$ cat config.mk
export PLATFORM = sky130hd
export DESIGN_NAME = banked_buffer
export DESIGN_NICKNAME = d
export VERILOG_FILES = /design/src/hw/tagbuf_pkg.sv /design/src/hw/banked_buffer.sv
export VERILOG_INCLUDE_DIRS = /design/src /design/src/hw
export SDC_FILE = /design/constraint.sdc
export NUM_CORES = 2
export LEC_CHECK = 0
export ABC_CLOCK_PERIOD_IN_PS = 6200
export BUFFER_PORTS_ARGS = -buffer_cell sky130_fd_sc_hd__buf_2
export CAP_MARGIN = 10
export CORE_MARGIN = 8
export CORE_UTILIZATION = 35
export DETAILED_ROUTE_END_ITERATION = 10
export PLACE_DENSITY = 0.59
export SYNTH_ARGS = -nofsm -noshare
export SYNTH_HDL_FRONTEND = slang
export SYNTH_MEMORY_MAX_BITS = 65536
export SYNTH_SLANG_ARGS = --single-unit
$ cat constraint.sdc
create_clock -name ps_clk -period 6.2 [get_ports ps_clk]
set_input_delay 0.31 -clock ps_clk [delete_from_list [all_inputs] [get_ports ps_clk]]
set_output_delay 0.31 -clock ps_clk [all_outputs]
set_load 0.02 [all_outputs]
$ cat src/hw/tagbuf_cfg.svh
`ifndef TAGBUF_CFG_SVH
`define TAGBUF_CFG_SVH

// input channels, each with its own sample and timestamp bank
`define TAGBUF_CHANNELS 2

// stored and streamed word
`define TAGBUF_WORD_W 32

// one ADC sample, two of them per stored word
`define TAGBUF_SAMPLE_W 16

// words per bank
`define TAGBUF_SAMPLE_DEPTH 64
`define TAGBUF_TSTAMP_DEPTH 32

// cycles from read strobe to data at the buffer output
`define TAGBUF_READ_LATENCY 2

`endif

$ cat src/hw/tagbuf_pkg.sv
`include "tagbuf_cfg.svh"

package tagbuf_pkg;

  // capture controller states
  typedef enum logic [1:0] {
    CAP_IDLE,
    CAP_ARMED,
    CAP_CAPTURING,
    CAP_DONE
  } capture_state_e;

  // one stored word, seen as a timestamp or as a sample pair
  // older sample sits in the low half
  typedef union packed {
    logic [`TAGBUF_WORD_W-1:0] tstamp;
    struct packed {
      logic [`TAGBUF_SAMPLE_W-1:0] newer;
      logic [`TAGBUF_SAMPLE_W-1:0] older;
    } pair;
  } tagbuf_word_u;

endpackage

$ cat src/hw/banked_buffer.sv
`timescale 1ns/1ps
`include "tagbuf_cfg.svh"

module banked_buffer
  import tagbuf_pkg::*;
#(
  parameter  int DEPTH  = `TAGBUF_SAMPLE_DEPTH,
  localparam int CH     = `TAGBUF_CHANNELS,
  localparam int CH_W   = $clog2(CH),
  localparam int ADDR_W = $clog2(2 * DEPTH),
  localparam int CNT_W  = ADDR_W + 1
) (
  input  logic                         ps_clk,
  input  logic                         rst_i,
  input  logic                         capture_en_i,
  input  logic                         bank_mode_i,
  input  logic                         clear_i,
  input  logic         [CH-1:0]        wr_valid_i,
  input  tagbuf_word_u [CH-1:0]        wr_data_i,
  input  logic                         rd_en_i,
  input  logic         [CH_W-1:0]      rd_chan_i,
  input  logic         [ADDR_W-1:0]    rd_addr_i,
  output tagbuf_word_u                 rd_data_o,
  output logic  [CH-1:0][CNT_W-1:0]    depth_o,
  output logic                         full_o
);

  localparam int BANK_AW = $clog2(DEPTH);
  localparam int LAT     = `TAGBUF_READ_LATENCY;

  tagbuf_word_u mem [CH][DEPTH];
  tagbuf_word_u rd_pipe [LAT];

  logic [CH-1:0][CNT_W-1:0]   cnt_q;
  logic [CH-1:0]              active;
  logic [CH-1:0]              accept;
  logic [CNT_W-1:0]           capacity;

  logic [CH-1:0]              bank_we;
  logic [CH-1:0][BANK_AW-1:0] bank_waddr;
  tagbuf_word_u [CH-1:0]      bank_wdata;

  logic [CH_W-1:0]            rd_bank;
  logic [BANK_AW-1:0]         rd_bank_addr;

  // joined mode keeps only channel 0, with both banks behind it
  assign capacity = bank_mode_i ? CNT_W'(2 * DEPTH) : CNT_W'(DEPTH);

  always_comb begin
    full_o = 1'b0;
    for (int c = 0; c < CH; c++) begin
      active[c] = !bank_mode_i || (c == 0);
      if (active[c] && (cnt_q[c] == capacity)) begin
        full_o = 1'b1;
      end
    end
  end

  // any full logical buffer stops every channel
  always_comb begin
    for (int c = 0; c < CH; c++) begin
      accept[c] = capture_en_i && active[c] && wr_valid_i[c] && !full_o;
    end
  end

  always_comb begin
    for (int b = 0; b < CH; b++) begin
      if (bank_mode_i) begin
        // bank picked by the bit just above the bank address
        bank_we[b]    = accept[0] && (cnt_q[0][BANK_AW] == 1'(b));
        bank_waddr[b] = cnt_q[0][BANK_AW-1:0];
        bank_wdata[b] = wr_data_i[0];
      end else begin
        bank_we[b]    = accept[b];
        bank_waddr[b] = cnt_q[b][BANK_AW-1:0];
        bank_wdata[b] = wr_data_i[b];
      end
    end
  end

  always_ff @(posedge ps_clk) begin
    if (rst_i || clear_i) begin
      cnt_q <= '0;
    end else begin
      for (int c = 0; c < CH; c++) begin
        if (accept[c]) begin
          cnt_q[c] <= cnt_q[c] + 1'b1;
        end
      end
    end
  end

  always_ff @(posedge ps_clk) begin
    for (int b = 0; b < CH; b++) begin
      if (bank_we[b]) begin
        mem[b][bank_waddr[b]] <= bank_wdata[b];
      end
    end
  end

  // logical address to bank and bank address
  always_comb begin
    if (bank_mode_i) begin
      rd_bank = CH_W'(rd_addr_i[BANK_AW]);
    end else begin
      rd_bank = rd_chan_i;
    end
    rd_bank_addr = rd_addr_i[BANK_AW-1:0];
  end

  // memory read register, then the rest of the latency
  always_ff @(posedge ps_clk) begin
    if (rd_en_i) begin
      rd_pipe[0] <= mem[rd_bank][rd_bank_addr];
    end
    for (int i = 1; i < LAT; i++) begin
      rd_pipe[i] <= rd_pipe[i-1];
    end
  end

  assign rd_data_o = rd_pipe[LAT-1];
  assign depth_o   = cnt_q;

endmodule

After elaboration in Yosys (flattened, before gate mapping). Memories as Yosys holds them, arrays and structs flattened. Index checks and enable logic that the tools add are counted.

Flip-flop bits (word level): 16. Word-level logic and storage cells: 51. RAM bits: 4160. Memories kept: 2. Bits of input ports: 80.

Magnitude comparators: 5. Muxes and demuxes: 21. Bitwise gates (word level): 4. Reductions and logical operators: 13. Eq/ne operators: 2. $add $sub $neg: 2.

Memory list: mem (depth 2, bits a word 2048, rd ports 1, clocked after memory_dff 0, wr ports 2, RTL line banked_buffer.sv:31) `tagbuf_word_u mem [CH][DEPTH];`; rd_pipe (depth 2, bits a word 32, rd ports 2, clocked after memory_dff 0, wr ports 2, RTL line banked_buffer.sv:32) `tagbuf_word_u rd_pipe [LAT];`.

Operators by type and width (count): 2048-bit 2-to-1 mux (2); 32-bit demux with 6-bit select (2); 32-bit binary-select mux with 6-bit select (1); 32-bit 2-to-1 mux (5); 7-bit >= comparator (second input constant) (3); 6-bit NOT with 7-bit output (3); 8-bit by 1-bit adder with 8-bit output (second input constant) (2); 8-bit == test (2); 7-bit by 1-bit less-than comparator with 1-bit output (second input constant) (2); 1-bit logical AND (10); 1-bit 2-to-1 mux (9); 8-bit 2-to-1 mux (1); 6-bit 2-to-1 mux (1); 1-bit zero test (2); 1-bit logical OR (1); 1-bit NOT (1).

Logic depth before layout (Yosys ltp).
Word-level depth: 10. Depth in mapped cells: 13. Depth with buffers taken out: 8.

Least setup slack after synthesis. No wires, ideal clock.

Path kind: reg2reg. Start: reg cnt_q, in the netlist depth_o[0]. End: mem mem[0][1024] (netlist name) (enable). Clock period less this slack: 3.797 ns. Arrival: 3.376 ns. Path slack: 2.403 ns. Cell stages (with the launch flop): 9. Cell sequence: dfxtp_1 > inv_1 > ha_1 > o2111ai_1 > nand4_2 > a21oi_1 > and2b_1 > nand3_1 > nor2_1.

RTL lines: start: declaration (RTL line banked_buffer.sv:34) `logic [CH-1:0][CNT_W-1:0] cnt_q;`; start signal: indexed assignment (RTL line banked_buffer.sv:87) `cnt_q[c] <= cnt_q[c] + 1'b1;`; end: declaration (RTL line banked_buffer.sv:31).

==> results.cfg <==
[grt]
grt_usage_pct = 22.6
grt_max_degree = 127
antenna_found_initial = 89
grt_pass1_wl_mm = 786
grt_pass1_vias = 96000
overflow = 0

[detailed_routing]
wl_per_cell_um = 34.3
vias = 99500
via_per_inst = 5.91
totalWireLength_mm = 577
ant_nets = 0
drt_iter0_drc = 16200
firstDrtPassIters = 6
drcViolationCount = 0

[placement]
pre_cts_slack_ns = 0.567
place_congestion = 0.902
dp_hpwl_mm = 342
dpl_cell_area_mm2 = 0.174
port_buffers = 128

[clocking]
cts_resized = 0
postCtsSetupRepairBufs = 0
cts_tree = done
cts_sinks = 4176
cts_buffers = 418
path_clk_slew_ns = 0.07
clock_path_buffers = 4
htree_levels = 5
worstSkewPairLatency_ns = 1.01
cts_root_buffer = clkbuf_16

[layout]
areaGrowthSynthToFinish_pct = 14.6
layout_commonest_cell = edfxtp_1
drive_above_1_share_pct = 17.2
finalInstanceArea_mm2 = 0.188
nets = 10300
layout.cells.most_common_list = edfxtp_1 (4128), nand2_1 (1631), nand3_1 (668)

[timing]
fin_tns_setup_ns = 0
setup_slack_ns = 1.38
hold_viol_final = 0
setup_viol = 0
period_needed_ns = 4.82
worst_pin_slew_ns = 1.32
grt_setup_unrepaired = false
fin_hold_ws_ns = 0.0439
slew_headroom_pct = 11.9
maxSlewViolCount = 0
fmax_mhz = 207
post-route-period-util_pct = 77.8
fin_skew_ns = 0.103

[floorplanning]
num_rows = 251
core_area_mm2 = 0.467
die_h_um = 701
die_x_um = 701
dieArea_mm2 = 0.491
ios = 129
initial_core_util_pct = 35.1

[worst_setup_path]
arrival_ns = 5.54
critPathRequiredTime_ns = 6.92
crit_path_end_kind = flip-flop
start_kind = primary input
critical_path.max_fanout = 65
worstSetupPathType = in2reg

[power_and_ir_drop]
comb_power_share_pct = 7.0
clockPowerShare_pct = 41.8
power.share.switching_pct = 23.2
power_density_mw_per_mm2 = 325
pwr-share-seq_pct = 51.2
p_leak_nw = 60.1
p_sw_mw = 14.2
power.total_mw = 61.1
power.internal_mw = 46.9
peakVddDrop_mv = 0.256

[outcome]
outcome = completed

[logic_synthesis]
synth_edf_count = 4128
synth-seq-cells = 4176
synth_flop_cell = edfxtp_1
syn_inst = 9974
synthArstFlopShare_pct = 0
synth_nets = 10100
seq_area_frac_synth_pct = 76.1
synth_area_per_cell_um2 = 16.5
ys_types = 56
ys_warn_count = 0
syn_area_mm2 = 0.164

[worst_hold_path]
holdCritPathClass = in2reg

[flow_run]
maxCapViolCount = 0
[final timing paths]
path | start | endpoint | slack (ns) | depth (start not counted)
setup / recovery | rd_addr_i[0] | rd_pipe[0][13]$_DFFE_PP_ | 1.38 | 10
hold / removal | wr_data_i[18] | mem[0][370]$_DFFE_PP_ | 0.04 | 2
setup reg to reg | depth_o[3]$_SDFFE_PP0P_ | mem[0][591]$_DFFE_PP_ | 1.59 | 7
hold reg to reg | rd_pipe[0][9]$_DFFE_PP_ | rd_pipe[0][41]$_DFF_P_ | 0.40 | 0
[sequential cells by signal, indices dropped and copies added (netlist names)]
register and cells:
depth_o 16, mem 4096, rd_pipe 64
[power groups by stage]
stage / clock network, mW / registers, mW / logic (mW)
final: 25.6 / 31.3 / 4.26
after global routing: 26.8 / 31.3 / 4.36
after CTS: 25.7 / 31.3 / 4.16
after detailed placement: 0 / 31.9 / 4.14
after global placement: 0 / 31.9 / 4.09
after floorplan: 0 / 31.8 / 2.14
[critical path: stages]
cell and delay (ns):
buf_8 0.18, buf_4 0.38, nor2_4 0.65, buf_4 0.40
buf_4 0.53, a32oi_1 0.21, a31oi_1 1.03, nand4_1 0.98
o211ai_2 0.65, a21oi_2 0.05
[logic make-up (layout without fill, tap and decap cells)]
kind of cell	after synthesis	count (layout)	synth area share (%)
AO/OA/AOI/OAI	1060	1060	4.62
XOR/XNOR	14	14	0.0747
adder cells (fa/ha/maj)	4	4	0.0305
buffers and inverters	682	1312	2.08
flip-flops	4176	4176	76.1
multiplexers	996	996	8.67
other	0	25	0
AND/OR/NAND/NOR	3042	3042	8.41
[cells in the mapped netlist, types with 32 or more instances]
library cell / instances / area (µm²)
a22oi_1: 160 / 1200
a32oi_1: 95 / 832
nor2_1: 158 / 593
nor3_1: 195 / 976
nand2_1: 1632 / 6130
nand4_1: 130 / 813
mux4_2: 320 / 7210
o211ai_1: 46 / 345
edfxtp_1: 4128 / 124000
dfxtp_1: 48 / 961
mux2i_1: 481 / 4810
mux2_2: 192 / 2160
a31oi_1: 352 / 2200
clkbuf_1: 310 / 1160
buf_2: 207 / 1040
nor3b_1: 127 / 953
o21ai_0: 36 / 180
buf_4: 106 / 796
a211oi_1: 221 / 1660
o21bai_1: 32 / 240
nand3_1: 671 / 3360
a21oi_1: 35 / 175
nand3b_1: 64 / 480
[final cells by class]
cell class / count / area, µm²
timing repair buffer: 537 / 4740
tap: 6198 / 7750
clock inverter: 240 / 2550
inverter: 6 / 22.5
multi-input combinational: 5116 / 37000
clock buffer: 529 / 11100
fill: 41900 / 279000
sequential: 4176 / 125000
antenna: 25 / 62.6
[layer usage]
metal | vias up | global-route usage (%) | wire [µm] | part of all wire, %
li1 | 39700 | - | - | -
met4 | 22 | 10.6 | 32300 | 5.6
met3 | 1238 | 6.71 | 76200 | 13
met2 | 7096 | 34.5 | 255000 | 44
met5 | - | 0 | 134 | 0.023
met1 | 51400 | 29.7 | 213000 | 37
[stage by stage]
stage / cells / util (%)
finish: 16800 / 40.3
global route: 16800 / 40.2
CTS: 16800 / 40.2
detailed placement: 16000 / 37.2
global placement: 16000 / 37.2
floorplan: 9974 / -
[repair_timing]
item,in CTS,in global routing
endpoints found under the setup margin,0,0
hold buffers,33,0
hold endpoints to repair,588,0
(Power assumes the default switching activity.)
