===== config.mk =====
export PLATFORM = sky130hd
export DESIGN_NAME = capture_ctrl
export DESIGN_NICKNAME = d
export VERILOG_FILES = /design/src/hw/tagbuf_pkg.sv /design/src/hw/capture_ctrl.sv
export VERILOG_INCLUDE_DIRS = /design/src /design/src/hw
export SDC_FILE = /design/constraint.sdc
export NUM_CORES = 1
export LEC_CHECK = 0
export BUFFER_PORTS_ARGS = -buffer_cell sky130_fd_sc_hd__buf_4
export CAP_MARGIN = 20
export CORE_AREA = 2 2 39 41
export CTS_CLUSTER_SIZE = 10
export DETAILED_ROUTE_END_ITERATION = 7
export DIE_AREA = 0 0 41 43
export HOLD_SLACK_MARGIN = 0.1
export RECOVER_POWER = 100
export SLEW_MARGIN = 20
export SYNTH_ARGS = -nofsm -noshare
export SYNTH_HDL_FRONTEND = slang
export SYNTH_SLANG_ARGS = --single-unit

===== constraint.sdc =====
create_clock -name ps_clk -period 3.2 [get_ports ps_clk]
set_input_delay 0.32 -clock ps_clk [delete_from_list [all_inputs] [get_ports ps_clk]]
set_output_delay 0.32 -clock ps_clk [all_outputs]
set_load 0.05 [all_outputs]

===== src/hw/tagbuf_cfg.svh =====
`ifndef TAGBUF_CFG_SVH
`define TAGBUF_CFG_SVH

// input channels, each with its own sample and timestamp bank
`define TAGBUF_CHANNELS 2

// stored and streamed word
`define TAGBUF_WORD_W 32

// one ADC sample, two of them per stored word
`define TAGBUF_SAMPLE_W 16

// words per bank
`define TAGBUF_SAMPLE_DEPTH 64
`define TAGBUF_TSTAMP_DEPTH 32

// cycles from read strobe to data at the buffer output
`define TAGBUF_READ_LATENCY 2

`endif


===== src/hw/tagbuf_pkg.sv =====
`include "tagbuf_cfg.svh"

package tagbuf_pkg;

  // capture controller states
  typedef enum logic [1:0] {
    CAP_IDLE,
    CAP_ARMED,
    CAP_CAPTURING,
    CAP_DONE
  } capture_state_e;

  // one stored word, seen as a timestamp or as a sample pair
  // older sample sits in the low half
  typedef union packed {
    logic [`TAGBUF_WORD_W-1:0] tstamp;
    struct packed {
      logic [`TAGBUF_SAMPLE_W-1:0] newer;
      logic [`TAGBUF_SAMPLE_W-1:0] older;
    } pair;
  } tagbuf_word_u;

endpackage


===== src/hw/capture_ctrl.sv =====
`timescale 1ns/1ps

module capture_ctrl
  import tagbuf_pkg::*;
(
  input  logic ps_clk,
  input  logic rst_i,
  input  logic cmd_valid_i,
  input  logic cmd_arm_i,
  input  logic cmd_start_i,
  input  logic cmd_stop_i,
  input  logic trigger_i,
  input  logic banking_mode_i,
  input  logic capture_reset_i,
  input  logic sample_full_i,
  input  logic tstamp_full_i,
  output logic capture_en_o,
  output logic bank_mode_o,
  output logic buf_clear_o,
  output logic capture_done_o
);

  capture_state_e state_q;
  logic           bank_mode_q;
  logic           arm_cmd;
  logic           start_cmd;
  logic           stop_cmd;
  logic           arm_ok;
  logic           any_full;

  // flags only count while the command strobe is up
  assign arm_cmd   = cmd_valid_i && cmd_arm_i;
  assign start_cmd = cmd_valid_i && cmd_start_i;
  assign stop_cmd  = cmd_valid_i && cmd_stop_i;
  assign any_full  = sample_full_i || tstamp_full_i;

  // no re-arm while a capture is running
  assign arm_ok = arm_cmd && (state_q != CAP_CAPTURING) && !capture_reset_i;

  always_ff @(posedge ps_clk) begin
    if (rst_i) begin
      state_q     <= CAP_IDLE;
      bank_mode_q <= 1'b0;
    end else if (capture_reset_i) begin
      state_q <= CAP_IDLE;
    end else if (arm_ok) begin
      bank_mode_q <= banking_mode_i;
      // arm with start skips the wait for a trigger
      state_q <= start_cmd ? CAP_CAPTURING : CAP_ARMED;
    end else begin
      case (state_q)
        CAP_ARMED: begin
          if (trigger_i) begin
            state_q <= CAP_CAPTURING;
          end
        end
        CAP_CAPTURING: begin
          if (stop_cmd || any_full) begin
            state_q <= CAP_DONE;
          end
        end
        default: begin
          state_q <= state_q;
        end
      endcase
    end
  end

  assign capture_en_o   = (state_q == CAP_CAPTURING);
  assign capture_done_o = (state_q == CAP_DONE);
  assign bank_mode_o    = bank_mode_q;

  // clear lands on the same edge as the new state, before any write
  assign buf_clear_o = capture_reset_i || arm_ok;

endmodule


## After elaboration in Yosys (flattened, before gate mapping)

Index checks and enable logic that the tools add are counted.

- Register bits: 3
- Bits of input ports: 11
- Output and inout port bits: 4

- Equal/unequal tests: 6
- Muxes and demuxes: 5
- Bitwise operators: 1
- Reduce and logical (&&, ||, !) cells: 13

Operator list:

| cell | count |
|---|---|
| $mux 2 | 4 |
| $logic_and 1x1->1 | 5 |
| $eq 2x2->1 const B | 2 |
| $pmux 2 s2 | 1 |
| $logic_or 1x1->1 | 3 |
| $ne 3x1->1 const B | 1 |
| $ne 3x3->1 const B | 1 |
| $reduce_and 3->1 | 1 |
| $reduce_bool 3->1 | 1 |
| $eq 2x1->1 const B | 1 |
| $ne 2x2->1 const B | 1 |
| $reduce_and 2->1 | 1 |
| $reduce_or 2->1 | 1 |
| $logic_not 1->1 | 1 |
| $not 1->1 | 1 |

## Longest topological paths before layout

Gate-level depths: netlist of the first run.

- Depth after elaboration: 5
- Mapped depth: 4
- Depth with buffers taken out: 3

## Worst setup path before layout of the first run

No wires, ideal clock.

- Path kind: register to output
- From: reg state_q[0]
- To: out buf_clear_o
- Data arrival time: 0.862 ns
- Slack: 2.018 ns
- Cell stages (with the launch flop): 3
- Path buffers: 0
- Cell sequence: dfxtp_1 > nand2b_1 > a31o_2

- Longest elaborated chain between the ends: 4

Ends and longest elaborated chain:

| item | line | text |
|---|---|---|
| from (decl) | capture_ctrl.sv:23 | `capture_state_e state_q;` |
| from (signal assigned) | capture_ctrl.sv:49 | `state_q <= start_cmd ? CAP_CAPTURING : CAP_ARMED;` |
| from (signal assigned) | capture_ctrl.sv:63 | `state_q <= state_q;` |
| $ne 2x2->1 | capture_ctrl.sv:38 | `assign arm_ok = arm_cmd && (state_q != CAP_CAPTURING) && !capture_reset_i;` |
| $logic_and 1x1->1 (2 in a row) | capture_ctrl.sv:38 |  |
| $logic_or 1x1->1 | capture_ctrl.sv:74 | `assign buf_clear_o = capture_reset_i \|\| arm_ok;` |
| to (decl) | capture_ctrl.sv:19 | `output logic buf_clear_o,` |

No other way between the ends.

## Worst setup path after layout of the first run

Same ends and word-level chain as after synthesis.

==> metrics, run 1 <==
Synth Area in Adders 0; share of post-route cells with drive strength above 1 0.395; Slew @ Worst Pin 0.601 ns; Synthesized Nets 32; Clock transition at path regs around 0.040 ns; Worst Path Required 2.88 ns; CP max FO 6; I/O Buffers 14; hpwl dp 387 um; post-CTS sizing 0; Ports 15; Hold WC Path Type in2reg; DRC Markers 0; Initial Util 0.132; synthesized instance count 21; commonest non-fill, non-tap cell in the layout buf_4; final RePlAce weighted congestion 0.704; Max VDD drop 0.135 mV; clk_lat worst skew roughly 0.23 ns; Setup Crit Path Kind reg2out; GRT Total Usage 0.0591; Final Hold Fails 0; Syn Std Cell Area 183 um^2; count of cell types in the netlist 18; CTS Buf Count 3; Core ar. 1380 um^2; total gr overflow 0; clock sinks 3; CTS Buffer Depth 2; post-synthesis compound-gate area fraction 0.356; global-route wire length before repair 627 um; final WL 487 um; initial antenna violation count 0; period utilization 0.548; routed length per instance 9.02 um; synthesized-area fraction occupied by and/or/nand/nor cells 0.267; final setup TNS 0 ns; maxcap violations 0; P per Cell Area 406 nW/um^2; initial DRC count 2; sequential area share after synthesis 0.329; Synth Register Bits 3; Finish-stage setup viols 0; WHS 0.280 ns; CTS tree built; row count 14; Worst setup EP type output pin; Synth Area per Inst 8.70 um^2; post-synthesis mux area share 0; via-per-instance ratio 3.80; H-tree depth 1; largest net degree at the start of global routing 7; vias post-DR 205; Leak Pwr 0.147 nW; CP Launch Type flop; Worst Path Arrival 1.43 ns; worst rel slew slack 0.601; synthesis warning total 0; fmax 570 MHz; hold_buf cts 0; die area 1760 um^2; xor/xnor share of the synthesized area 0; unrepaired setup endpoints after global routing false; minimum clock period 1.75 ns; root buffer cell clkbuf_4; Chip Height 43 um; ant diodes 0; DRT Pass-1 Iters 2; Final Net Count 50; Fin Clk Skew 0.000712 ns; area grow syn2layout 71.9%; ANT nets after route 0; number of global-route vias before repair approximately 190; most frequent cells in the layout buf_4 (10), clkbuf_1 (5), dfxtp_1 (3), clkbuf_4 (3), nor3_1 (2); Max Slew Vio Count 0; die width 41 um; largest family of logic cells by synthesized area compound AO/OA/AOI/OAI gates; status complete, no violations; # Post-CTS Setup Buffers 0
## critical path: stages (launching register included)
cell,delay [ns]
dfxtp_1,0.35
nand2b_1,0.22
a31o_2,0.18
clkbuf_1,0.46
## layer usage
metal | part of all wire | track usage
met1 | 0.41 | 0.0639
met2 | 0.48 | 0.0750
met3 | 0.10 | 0.0157
met4 | 0 | 0.0800
met5 | 0 | 0
## registers in the layout, summed over array words and instances, names as in the netlist
name / flops
state_q: 2
bank_mode_o: 1
## final cells by class
cell class                      count  area (um^2)
Sequential cell                     3         60.1
Timing Repair Buffer               14         90.1
Fill cell                         163         1070
Clock buffer                        4         26.3
Inverter                            1         3.75
Tap cell                           16         20.0
Multi-Input combinational cell     16          114
## synth_stat cells, drive strengths merged
| master | instances | area, um^2 |
|---|---|---|
| and3 | 1 | 7.51 |
| a31o | 1 | 8.76 |
| a311o | 1 | 10.0 |
| a211oi | 1 | 7.51 |
| and3b | 1 | 8.76 |
| nand2 | 1 | 3.75 |
| nor2b | 1 | 6.26 |
| buf | 1 | 5.00 |
| a21oi | 1 | 5.00 |
| nand2b | 1 | 6.26 |
| a21o | 1 | 7.51 |
| a2111oi | 1 | 8.76 |
| inv | 1 | 3.75 |
| dfxtp | 3 | 60.1 |
| a21boi | 1 | 7.51 |
| nor3 | 2 | 10.0 |
| and2 | 1 | 6.26 |
| o21ba | 1 | 10.0 |
## power breakdown
| group | leakage (nW) | internal [W] | total, W | switching [W] |
|---|---|---|---|---|
| registers | 0.0243 | 0.0000386 | 0.0000393 | 0.000000641 |
| clock network | 0.0150 | 0.0000466 | 0.0000649 | 0.0000183 |
| logic | 0.108 | 0.0000119 | 0.0000232 | 0.0000113 |
| total | 0.147 | 0.0000972 | 0.000127 | 0.0000302 |
## logic make-up (layout without fill, tap and decap cells)
group                  after synthesis  after routing
flip-flops                           3              3
AO/OA/AOI/OAI                        8              8
buffers and inverters                2             19
AND/OR/NAND/NOR                      8              8
## final timing paths
kind | from | slack [ns] | end | cells after the start
min reg2reg | state_q[0] | 0.61 | state_q[1] | 2
min | rst_i | 0.28 | state_q[1] | 2
max | state_q[0] | 1.45 | buf_clear_o | 3
max reg2reg | state_q[0] | 2.10 | state_q[0] | 3
## through the flow
step,utilization,total power [W],cell area (um^2),setup slack (ns),cells
final,0.227,0.000127,314,1.45,54
after detailed placement,0.219,0.0000646,303,1.90,50
after CTS,0.238,0.000134,329,1.64,54
after global routing,0.227,0.000134,314,1.36,54
after floorplan,-,0.0000512,183,2.02,21
after global placement,0.219,0.0000645,303,1.91,50
Note: power is estimated with default switching activity, not from simulation.
==> run 2: changes to the inputs <==
clock period = 1.7 ns   (was 3.2 ns; I/O delays follow)
==> metrics, run 2 (synthesis results as in run 1) <==
Final Hold Fails 0 (unchanged); via-per-instance ratio 3.80 (unchanged); fmax ~700 MHz; Max Slew Vio Count 0 (unchanged); clock share of power 0.508 (was 0.509); initial DRC count 2 (unchanged); worst rel slew slack 0.601 (unchanged); area grow syn2layout 73.3% (was 71.9%); switching portion of total power 0.237 (about the same); met3 WL 49 um (unchanged); final setup TNS 0 ns (unchanged); total gr overflow 0 (unchanged); Chip Height 43 um (unchanged); CP max stage cell dfxtp_1 (was clkbuf_1); commonest non-fill, non-tap cell in the layout buf_4 (unchanged); die area 1760 um^2 (unchanged); CP cell instances nand2b_1 -> a31o_2 -> clkbuf_2 (was nand2b_1 -> a31o_2 -> clkbuf_1); Slew @ Worst Pin 0.601 ns (unchanged); clock sinks 3 (unchanged); total power 0.000240 W (was 0.000127 W); Max VDD drop 0.254 mV (was 0.135 mV); Final Net Count 50 (unchanged); global-route wire length before repair 627 um (unchanged); period utilization 0.846; max FFs per register 2 (unchanged); P per Cell Area 759 nW/um^2 (was 406 nW/um^2); GRT Total Usage 0.0591 (unchanged); CP max FO 6 (unchanged); ant diodes 0 (unchanged); Combinational Power Share 0.184 (was 0.182); row count 14 (unchanged); hpwl dp 387 um (unchanged); die width 41 um (unchanged); metal1 wirelength 198 um (was 201 um); CTS Buffer Depth 2 (unchanged); Core ar. 1380 um^2 (unchanged); Psw 0.0000569 W (was 0.0000302 W); routed length per instance 8.93 um (was 9.02 um); CP peak stage delay 0.32 ns (was 0.46 ns); H-tree depth 1 (unchanged); fillers 161 (was 163); final RePlAce weighted congestion 0.704 (about the same); number of global-route vias before repair 187 (unchanged); clk_lat worst skew 0.23 ns (about the same); initial antenna violation count 0 (unchanged); CTS tree built (unchanged); DRC Markers 0 (unchanged); Worst Path Required 1.53 ns (was 2.88 ns); Hold WC Path Type in2reg (unchanged); Fin Clk Skew 0.000712 ns (unchanged); Worst setup EP type output pin (unchanged); routed length on met2 234 um (was 236 um); final WL 482 um (was 487 um); sequential share of power 0.307 (was 0.308); Pint 0.000183 W (was 0.0000972 W); Top reg by flops state_q (unchanged); Setup Crit Path Kind reg2out (unchanged); Leak Pwr 0.153 nW (was 0.147 nW); CP Launch Type flop (unchanged); maxcap violations 0 (unchanged); Clock transition at path regs 0.04 ns (about the same); ANT nets after route 0 (unchanged); # Post-CTS Setup Buffers 0 (unchanged); CTS Buf Count 3 (unchanged); post-CTS sizing 0 (unchanged); I/O Buffers 14 (unchanged); Min-Delay Path Depth 2 (unchanged); status complete, no violations (unchanged); root buffer cell clkbuf_4 (unchanged); minimum clock period 1.44 ns; Worst Path Arrival 1.27 ns (was 1.43 ns); most frequent cells in the layout buf_4 (10), dfxtp_1 (3), clkbuf_4 (3), clkbuf_1 (3) (was buf_4 (10), clkbuf_1 (5), dfxtp_1 (3), clkbuf_4 (3), nor3_1 (2)); r2r worst-path depth 3 (unchanged); share of post-route cells with drive strength above 1 0.447 (was 0.395); top sig layer met3 (unchanged); vias post-DR 205 (unchanged); Ports 15 (unchanged); unrepaired setup endpoints after global routing false (unchanged); largest net degree at the start of global routing 7 (unchanged); Initial Util 0.132 (unchanged); Finish-stage setup viols 0 (unchanged); hold_buf cts 0 (unchanged); DRT Pass-1 Iters 2 (unchanged)
run 2: cell counts in the layout (fill, tap and decap cells not counted):
Identical to the previous run, type by type.
run 2: path summary, 6_finish.rpt:
path	from	to	slack [ns]
setup / recovery	state_q[0]	buf_clear_o	0.26
hold / removal	rst_i	state_q[1]	0.13
setup reg to reg	state_q[0]	state_q[0]	0.60
hold reg to reg	state_q[0]	state_q[1]	0.61
run 2: through the flow:
stage               hold slack [ns]  std cells  cell area [um^2]  utilization  setup slack, ns
global route                  0.139         54               317        0.229            0.194
finish                        0.130         54               317        0.229            0.263
global placement              0.368         50               303        0.219            0.563
CTS                           0.116         54               329        0.238            0.288
detailed placement            0.366         50               303        0.219            0.550
floorplan                     0.243         21               183            -            0.668
run 2: final cells by class:
| class | count | area [um^2] | share of cell area |
|---|---|---|---|
| clock buffers | 4 | 26.3 | 0.0830 |
| inverters | 1 | 3.75 | 0.0119 |
| multi-input cells | 16 | 114 | 0.360 |
| flip-flops and latches | 3 | 60.1 | 0.190 |
| well taps | 16 | 20.0 | 0.0632 |
| repair buffers | 14 | 92.6 | 0.292 |
run 2: power by group through the flow:
stage,Combinational [W],Sequential [W],Clock (W)
global route,0.0000472,0.0000742,0.000131
global placement,0.0000464,0.0000750,0
floorplan,0.0000189,0.0000775,0
CTS,0.0000466,0.0000739,0.000131
detailed placement,0.0000466,0.0000750,0
finish,0.0000443,0.0000739,0.000122
run 2: worst max-delay path: cells and delay by family, from the launching register on:
family,cells,cell delay (ns)
flip-flops,1,0.32
AO/OA/AOI/OAI,1,0.27
buffers and inverters,1,0.23
AND/OR/NAND/NOR,1,0.22
run 2: metal layers:
metal / track usage / vias up
met1: 0.0639 / 86
met5: 0 / -
met4: 0.0800 / 0
li1: - / 113
met3: 0.0157 / 0
met2: 0.0750 / 6
