### config.mk
export PLATFORM = sky130hd
export DESIGN_NAME = readout_ctrl
export DESIGN_NICKNAME = d
export VERILOG_FILES = /design/src/hw/tagbuf_pkg.sv /design/src/hw/readout_ctrl.sv
export VERILOG_INCLUDE_DIRS = /design/src /design/src/hw
export SDC_FILE = /design/constraint.sdc
export NUM_CORES = 1
export LEC_CHECK = 0
export ABC_AREA = 1
export BUFFER_PORTS_ARGS = -buffer_cell sky130_fd_sc_hd__clkbuf_2
export CAP_MARGIN = 20
export CORE_ASPECT_RATIO = 1.4
export CORE_MARGIN = 1.5
export CORE_UTILIZATION = 36
export CTS_CLUSTER_SIZE = 14
export DETAILED_ROUTE_END_ITERATION = 6
export PLACE_DENSITY_LB_ADDON = 0.15
export REMOVE_ABC_BUFFERS = 1
export SLEW_MARGIN = 20
export SYNTH_ARGS = -nofsm -noshare
export SYNTH_HDL_FRONTEND = slang
export SYNTH_SLANG_ARGS = --single-unit
### constraint.sdc
create_clock -name ps_clk -period 1.66 [get_ports ps_clk]
set_clock_uncertainty 0.15 [all_clocks]
set_input_delay 0.332 -clock ps_clk [delete_from_list [all_inputs] [get_ports ps_clk]]
set_output_delay 0.332 -clock ps_clk [all_outputs]
set_load 0.02 [all_outputs]
### src/hw/tagbuf_cfg.svh
`ifndef TAGBUF_CFG_SVH
`define TAGBUF_CFG_SVH

// input channels, each with its own sample and timestamp bank
`define TAGBUF_CHANNELS 2

// stored and streamed word
`define TAGBUF_WORD_W 32

// one ADC sample, two of them per stored word
`define TAGBUF_SAMPLE_W 16

// words per bank
`define TAGBUF_SAMPLE_DEPTH 64
`define TAGBUF_TSTAMP_DEPTH 32

// cycles from read strobe to data at the buffer output
`define TAGBUF_READ_LATENCY 2

`endif

### src/hw/tagbuf_pkg.sv
`include "tagbuf_cfg.svh"

package tagbuf_pkg;

  // capture controller states
  typedef enum logic [1:0] {
    CAP_IDLE,
    CAP_ARMED,
    CAP_CAPTURING,
    CAP_DONE
  } capture_state_e;

  // one stored word, seen as a timestamp or as a sample pair
  // older sample sits in the low half
  typedef union packed {
    logic [`TAGBUF_WORD_W-1:0] tstamp;
    struct packed {
      logic [`TAGBUF_SAMPLE_W-1:0] newer;
      logic [`TAGBUF_SAMPLE_W-1:0] older;
    } pair;
  } tagbuf_word_u;

endpackage

### src/hw/readout_ctrl.sv
`timescale 1ns/1ps
`include "tagbuf_cfg.svh"

module readout_ctrl
  import tagbuf_pkg::*;
#(
  localparam int CH       = `TAGBUF_CHANNELS,
  localparam int CH_W     = $clog2(CH),
  localparam int TS_CNT_W = $clog2(2 * `TAGBUF_TSTAMP_DEPTH) + 1,
  localparam int SP_CNT_W = $clog2(2 * `TAGBUF_SAMPLE_DEPTH) + 1,
  localparam int CNT_W    = (TS_CNT_W > SP_CNT_W) ? TS_CNT_W : SP_CNT_W,
  localparam int ADDR_W   = CNT_W - 1
) (
  input  logic                         ps_clk,
  input  logic                         rst_i,
  input  logic                         start_i,
  input  logic                         reset_i,
  input  logic                         capture_done_i,
  input  logic [CH-1:0][TS_CNT_W-1:0]  tstamp_depth_i,
  input  logic [CH-1:0][SP_CNT_W-1:0]  sample_depth_i,
  input  tagbuf_word_u                 tstamp_rd_data_i,
  input  tagbuf_word_u                 sample_rd_data_i,
  output logic                         tstamp_rd_en_o,
  output logic                         sample_rd_en_o,
  output logic [CH_W-1:0]              rd_chan_o,
  output logic [ADDR_W-1:0]            rd_addr_o,
  output logic [`TAGBUF_WORD_W-1:0]    out_data_o,
  output logic                         out_valid_o,
  output logic                         out_last_o
);

  localparam int LAT   = `TAGBUF_READ_LATENCY;
  localparam int NPOS  = 2 * CH;
  localparam int POS_W = $clog2(NPOS);

  // stream position: timestamp channels first, then sample channels
  logic                       busy_q;
  logic [POS_W-1:0]           pos_q;
  logic [ADDR_W-1:0]          addr_q;

  logic [NPOS-1:0][CNT_W-1:0] pos_depth;
  logic [NPOS-1:0]            pos_nz;
  logic                       first_found;
  logic [POS_W-1:0]           first_pos;
  logic                       next_found;
  logic [POS_W-1:0]           next_pos;
  logic                       pos_end;

  logic [LAT-1:0]             valid_pipe;
  logic [LAT-1:0]             last_pipe;
  logic [LAT-1:0]             src_pipe;

  // lowest nonempty position at or above from, found flag on top
  function automatic logic [POS_W:0] find_from(
    input logic [NPOS-1:0] nz,
    input int              from
  );
    logic [POS_W:0] res;
    res = '0;
    for (int p = NPOS - 1; p >= 0; p--) begin
      if (nz[p] && (p >= from)) begin
        res = {1'b1, POS_W'(p)};
      end
    end
    return res;
  endfunction

  always_comb begin
    for (int c = 0; c < CH; c++) begin
      pos_depth[c]      = CNT_W'(tstamp_depth_i[c]);
      pos_depth[c + CH] = CNT_W'(sample_depth_i[c]);
    end
    for (int p = 0; p < NPOS; p++) begin
      pos_nz[p] = (pos_depth[p] != '0);
    end
    {first_found, first_pos} = find_from(pos_nz, 0);
    {next_found, next_pos}   = find_from(pos_nz, int'(pos_q) + 1);
    pos_end = ((CNT_W'(addr_q) + 1'b1) == pos_depth[pos_q]);
  end

  always_ff @(posedge ps_clk) begin
    if (rst_i || reset_i) begin
      busy_q <= 1'b0;
      pos_q  <= '0;
      addr_q <= '0;
    end else if (!busy_q && start_i && capture_done_i) begin
      // nothing captured means nothing sent
      busy_q <= first_found;
      pos_q  <= first_pos;
      addr_q <= '0;
    end else if (busy_q) begin
      if (pos_end) begin
        busy_q <= next_found;
        pos_q  <= next_pos;
        addr_q <= '0;
      end else begin
        addr_q <= addr_q + 1'b1;
      end
    end
  end

  // one stage per cycle of buffer read latency
  always_ff @(posedge ps_clk) begin
    if (rst_i || reset_i) begin
      valid_pipe <= '0;
      last_pipe  <= '0;
    end else begin
      valid_pipe[0] <= busy_q;
      last_pipe[0]  <= busy_q && pos_end && !next_found;
      for (int i = 1; i < LAT; i++) begin
        valid_pipe[i] <= valid_pipe[i-1];
        last_pipe[i]  <= last_pipe[i-1];
      end
    end
  end

  always_ff @(posedge ps_clk) begin
    src_pipe[0] <= (pos_q >= CH);
    for (int i = 1; i < LAT; i++) begin
      src_pipe[i] <= src_pipe[i-1];
    end
  end

  always_comb begin
    if (pos_q >= CH) begin
      rd_chan_o = CH_W'(pos_q - CH);
    end else begin
      rd_chan_o = CH_W'(pos_q);
    end
  end

  assign tstamp_rd_en_o = busy_q && (pos_q < CH);
  assign sample_rd_en_o = busy_q && (pos_q >= CH);
  assign rd_addr_o      = addr_q;

  assign out_data_o  = src_pipe[LAT-1] ? sample_rd_data_i : tstamp_rd_data_i;
  assign out_valid_o = valid_pipe[LAT-1];
  assign out_last_o  = last_pipe[LAT-1];

endmodule

# [Word level (Yosys, flattened, before mapping)]
# Index checks and enable logic that the tools add are counted.
[totals] wordCells=58 mem_bits_ro=0 regBits=16 in_bits=99 ram_bits=0 n_memories=0 latch_bits=0 out_inout_bits=44
[op_classes] n_lt_le_gt_ge=7 n_addsub=4 reduce_logical=21 n_shift=0 bitwise=0 n_div=0 eq_ne=1 mul=0 n_mux=19
[ops] operator="two-way mux 32 bit" n=1
[ops] operator="two-way mux 3 bit" n=8
[ops] operator="binary-select mux 8 bit (select 2 bit)" n=1
[ops] operator="nonzero test 8 bit" n=2
[ops] operator="nonzero test 7 bit" n=2
[ops] operator="logical AND 1 bit" n=10
[ops] operator="adder 7 x 1 -> 8 bit, second input constant" n=1
[ops] operator="== test 8 bit" n=1
[ops] operator="two-way mux 8 bit" n=1
[ops] operator="adder 7 x 1 -> 7 bit, second input constant" n=1
[ops] operator="two-way mux 7 bit" n=1
[ops] operator=">= comparator 1 x 3 -> 1 bit, first input constant" n=2
[ops] operator=">= comparator 2 x 3 -> 1 bit, first input constant" n=2
[ops] operator="two-way mux 2 bit" n=3
[ops] operator="two-way mux 1 bit" n=4
[ops] operator="nonzero test 2 bit" n=2
[ops] operator="adder 2 x 1 -> 3 bit, second input constant" n=1
[ops] operator="< comparator 2 x 3 -> 1 bit, second input constant" n=1
[ops] operator=">= comparator 2 bit, second input constant" n=1
[ops] operator="logical NOT 1 bit" n=2
[ops] operator="< comparator 2 bit, second input constant" n=1
[ops] operator="AND reduction 2 bit" n=1
[ops] operator="OR reduction 2 bit" n=1
[ops] operator="logical OR 1 bit" n=1
[ops] operator="subtractor 1 bit, second input constant" n=1

# [Longest topological paths before layout]
[logic_depth] ltp_word=10 depth_mapped=16 depth_no_buf=15

# [Worst setup path after synthesis]
# Ideal clock, no wire load.
[synth_timing] kind="flip-flop to flip-flop" from="register addr_q[0], in the netlist rd_addr_o[0]" to="register pos_q[0]" path_stages_with_launch=15 t_arrival_ps=1682 setup_time_ps=113 synth_period_minus_slack_ps=1945 t_required_ps=1397 n_path_buf=0 slack_ps=-285 cell_sequence="dfxtp_1 ha_1 nand2_1 nor2_1 nand2_1 nand2_1 nand2_1 nand2_1 nand3_2 nor2_4 nand3_2 nand2_1 nand2_1 nand2_1 nor2_1"
[synth_via] elab_chain_len=4
[synth_rtl] item="from (decl)" line="readout_ctrl.sv:39" rtl="logic [ADDR_W-1:0] addr_q;"
[synth_rtl] item="from (signal assigned)" line="readout_ctrl.sv:97" rtl="addr_q <= addr_q + 1'b1;"
[synth_rtl] item="adder 7 x 1 -> 8 bit" line="readout_ctrl.sv:78" rtl="pos_end = ((CNT_W'(addr_q) + 1'b1) == pos_depth[pos_q]);"
[synth_rtl] item="== test 8 bit" line="readout_ctrl.sv:78"
[synth_rtl] item="nonzero test 2 bit (no line)"
[synth_rtl] item="AND reduction 2 bit (no line)"
[synth_rtl] item="to (signal assigned)" line="readout_ctrl.sv:89" rtl="pos_q <= first_pos;"
[synth_rtl] item="to (signal assigned)" line="readout_ctrl.sv:94" rtl="pos_q <= next_pos;"
[synth_rtl] item="to (decl)" line="readout_ctrl.sv:38" rtl="logic [POS_W-1:0] pos_q;"
# No other way between the ends.
# A chain may end at the register's enable or synchronous reset.

# [Worst setup path in the final report]
[layout_timing] from="register pos_q[0]" to="register pos_q[0]"
[layout_via] elab_chain_len=10 elab_cells_between_ends=21 classes_between="1 x add/sub; 4 x order compare; 1 x eq/ne; 9 x mux; 6 x reduce/logical"
[layout_rtl] item="adder 2 x 1 -> 3 bit" line="readout_ctrl.sv:77" rtl="{next_found, next_pos} = find_from(pos_nz, int'(pos_q) + 1);"
[layout_rtl] item=">= comparator 2 x 3 -> 1 bit" line="readout_ctrl.sv:61" rtl="if (nz[p] && (p >= from)) begin"
[layout_rtl] item="logical AND 1 bit" line="readout_ctrl.sv:61"
[layout_rtl] item="two-way mux 3 bit (4 in a row)" line="readout_ctrl.sv:61"
[layout_rtl] item="two-way mux 2 bit" line="readout_ctrl.sv:92" rtl="if (pos_end) begin"
[layout_rtl] item="two-way mux 2 bit" line="readout_ctrl.sv:91" rtl="end else if (busy_q) begin"
[layout_rtl] item="two-way mux 2 bit" line="readout_ctrl.sv:86" rtl="end else if (!busy_q && start_i && capture_done_i) begin"
# Parallel ways exist; a longest one is shown, timed or not. The select of a mux whose other input is x is not followed.

==> results.toml <==
[run_status]
status = "finished with violations"
violated_checks = "negative setup slack"

[routing]
via_count = 2507
routed_wl_um = 7710
drcViolationCount = 0
detail_route.wl_per_cell_um = 14.8
detail_route.first_pass.iterations = 4
drt-initial-drc-count = 80
final_antenna_net_count = 0
vias_per_cell = 4.81

[clocking]
cts.reportedPaths.clkPinSlew_ns = 0.06
htreeDepth = 1
clock_tree_buffer_depth = 2
clock_tree_from_tritoncts = "built"
cts-root-buf = "clkbuf_8"
clock_network_latency_to_the_later_pin_of_the_worst_skew_pair_ns = 0.25
cts-buffers-inserted = 3
numClockSinks = 16

[yosys]
number_of_distinct_standard_cells_referenced_by_the_synthesized_netlist = 33
synth_ff_type = "dfxtp_1"
yosys.cell_count.top_type = "nand2_1"
ys.warnings.count = 0
yosysTopAreaCellShare_pct = 21.1
synth_top_cells_by_area = "nand2_1, mux2_2, dfxtp_1"
synth-seq-cells = 16
post_synth_most_frequent_cells = "nand2_1, inv_1, mux2_2"
synth_cells = 290
synth-edff-count = 0
post_synth_instance_area_um2 = 1780
synth.largest_area_cell = "nand2_1"
postSynthAreaPerCell_um2 = 6.14
synth_async_sr_flop_share_pct = 0
synth-seq-area-share_pct = 18.0

[setup_path]
worstPathCellList = "buf_12 -> inv_12 -> nand2_1 -> nand3_1 -> nand2_1 -> nand2_1 -> nand2_1 -> nand2_1 -> nor2_4 -> nand3_2 -> nand2_2 -> nand2_2 -> nand2_1 -> nor2_1"
critical_path.most_common_cell = "nand2_1"
cp-start-kind = "flip-flop"
worst-setup-path-type = "reg -> reg"
critical_path_peak_fanout = 8
cp_slowest_cell = "dfxtp_4"
cp_data_required_time_ns = 1.66
worst_ep_arrival_time_ns = 1.79
crit_path_end_kind = "flip-flop"
slowest_delay_ns = 0.41

[grt]
globalRouteMet2Util_pct = 46.1
grt-ovfl-total = 0
groute.usage.overall_pct = 23.1
grt.met3_usage_pct = 8.44
busiest_layer = "met2"
grt_antenna_before_repair = 0
grt_util_met1_pct = 21.1
grt_pass1_wl_um = 10100
first_global_vias = 2276
maximum_number_of_pins_on_one_net_before_global_route_repair = 17

[timing]
slew_headroom_pct = 78.9
hold_viol_final = 0
timing.final.crit_period_ns = 1.80
post-route-period-util_pct = 108
timing_max_transition_violations_final = 0
unrepaired_setup_endpoints_after_global_routing = "yes"
fmaxAchievable_mhz = 557
tns_ns = -4.27
count_of_endpoints_failing_setup_in_the_final_report = 43
timing.final.ws_setup_ns = -0.136
worst_pin_slew_ns = 0.316

[floorplanning]
floorplan.core_area_um2 = 4800
die_w_um = 62.4
die_area_um2 = 5380
start_util_pct = 37.1
design.portCount = 143
die_height_um = 86.2
placement_rows = 30

[layout]
finalCoreUtilization_pct = 69.5
drive_above_1_share_pct = 53.8
multiInputGateArea_um2 = 1420
ant_cells = 0
finalInstanceArea_um2 = 3340
nNetsFinal = 558
area.sequential_um2 = 333
num-fill-cells = 428
synthToLayoutAreaGrowth_pct = 87.5

[place]
postPlaceCellArea_um2 = 2700
dp.final_hpwl_um = 5400
place.gp.congestion = 0.915
place.port_buffers = 142

[pwr]
power_leakage_nw = 1.79
max-vdd-ir-drop_uv = 205
power-per-cell-area_nw_per_um2 = 414

[worst_hold_path]
hp-class = "reg -> reg"

[run]
maxCapViolCount = 0
## registers in the layout (all words and copies together), names as in the netlist
name	count
busy_q	1
rd_addr_o	7
pos_q	2
valid_pipe	2
last_pipe	2
src_pipe	2
## cell families after synthesis
group           share of synthesized area [%]
fa+ha+maj                               0.703
mux                                      20.2
flops                                    18.0
buf+inv                                  12.4
compound gates                           4.99
simple gates                             43.2
xor+xnor                                0.492
## layout by cell type, fill, tap and decap left out, drive strengths merged
cell,count
a21oi,9
nand3b,1
inv,38
nor2,28
nand2b,1
xor2,1
clkinv,1
nand2,103
o21ai,5
a21boi,1
nand4,5
or3,1
o31ai,1
dfxtp,16
buf,62
ha,1
nor3,2
nor4,2
nand3,31
mux2,32
clkbuf,116
## final cells by class
class | instances | area share [%]
tap | 64 | 2.40
timing repair inverter | 1 | 0.337
inverter | 38 | 4.65
clock buffer | 4 | 1.65
timing repair buffer | 174 | 38.4
sequential | 16 | 9.97
multi-input combinational | 224 | 42.6
## path summary, 6_finish.rpt
check        cells after the start                  start               endpoint  slack [ns]
min                              0    src_pipe[0]$_DFF_P_    src_pipe[1]$_DFF_P_        0.17
max reg2reg                     14  pos_q[0]$_SDFFE_PP0P_  pos_q[0]$_SDFFE_PP0P_       -0.14
min reg2reg                      0    src_pipe[0]$_DFF_P_    src_pipe[1]$_DFF_P_        0.17
max                             14  pos_q[0]$_SDFFE_PP0P_  pos_q[0]$_SDFFE_PP0P_       -0.14
## where the power goes
part | internal, mW | switching [mW] | total (mW)
Combinational | 0.342 | 0.298 | 0.640
Clock | 0.211 | 0.137 | 0.348
Sequential | 0.387 | 0.00798 | 0.395
## critical path, delay by kind of cell (launching register included)
kind                   cells  cell delay (ns)
and+or+nand+nor           12             0.93
buffers and inverters      2             0.20
DFF                        1             0.41
## what timing repair did
action,CTS,global route
cloned,3,3
hold endpoints to repair,0,0
hold buffers,0,0
gates resized for setup,22,144
setup endpoints to repair,43,45
pin swaps,8,10
buffers inserted,0,3
## routing by layer
layer | wire (µm) | up-vias
li1 | - | 1265
met5 | 0 | -
met3 | 719 | 20
met4 | 234 | 0
met1 | 2590 | 1095
met2 | 4160 | 127
## stage by stage
stage	power (mW)	setup WS (ns)	instances	hold WS, ns
2_1_floorplan	0.661	-0.342	278	0.160
6_report	1.38	-0.136	521	0.175
3_3_place_gp	0.871	-0.164	508	0.161
5_1_grt	1.45	-0.294	521	0.178
4_1_cts	1.25	-0.136	515	0.177
3_5_place_dp	0.878	-0.214	508	0.165
(Power assumes the default switching activity.)
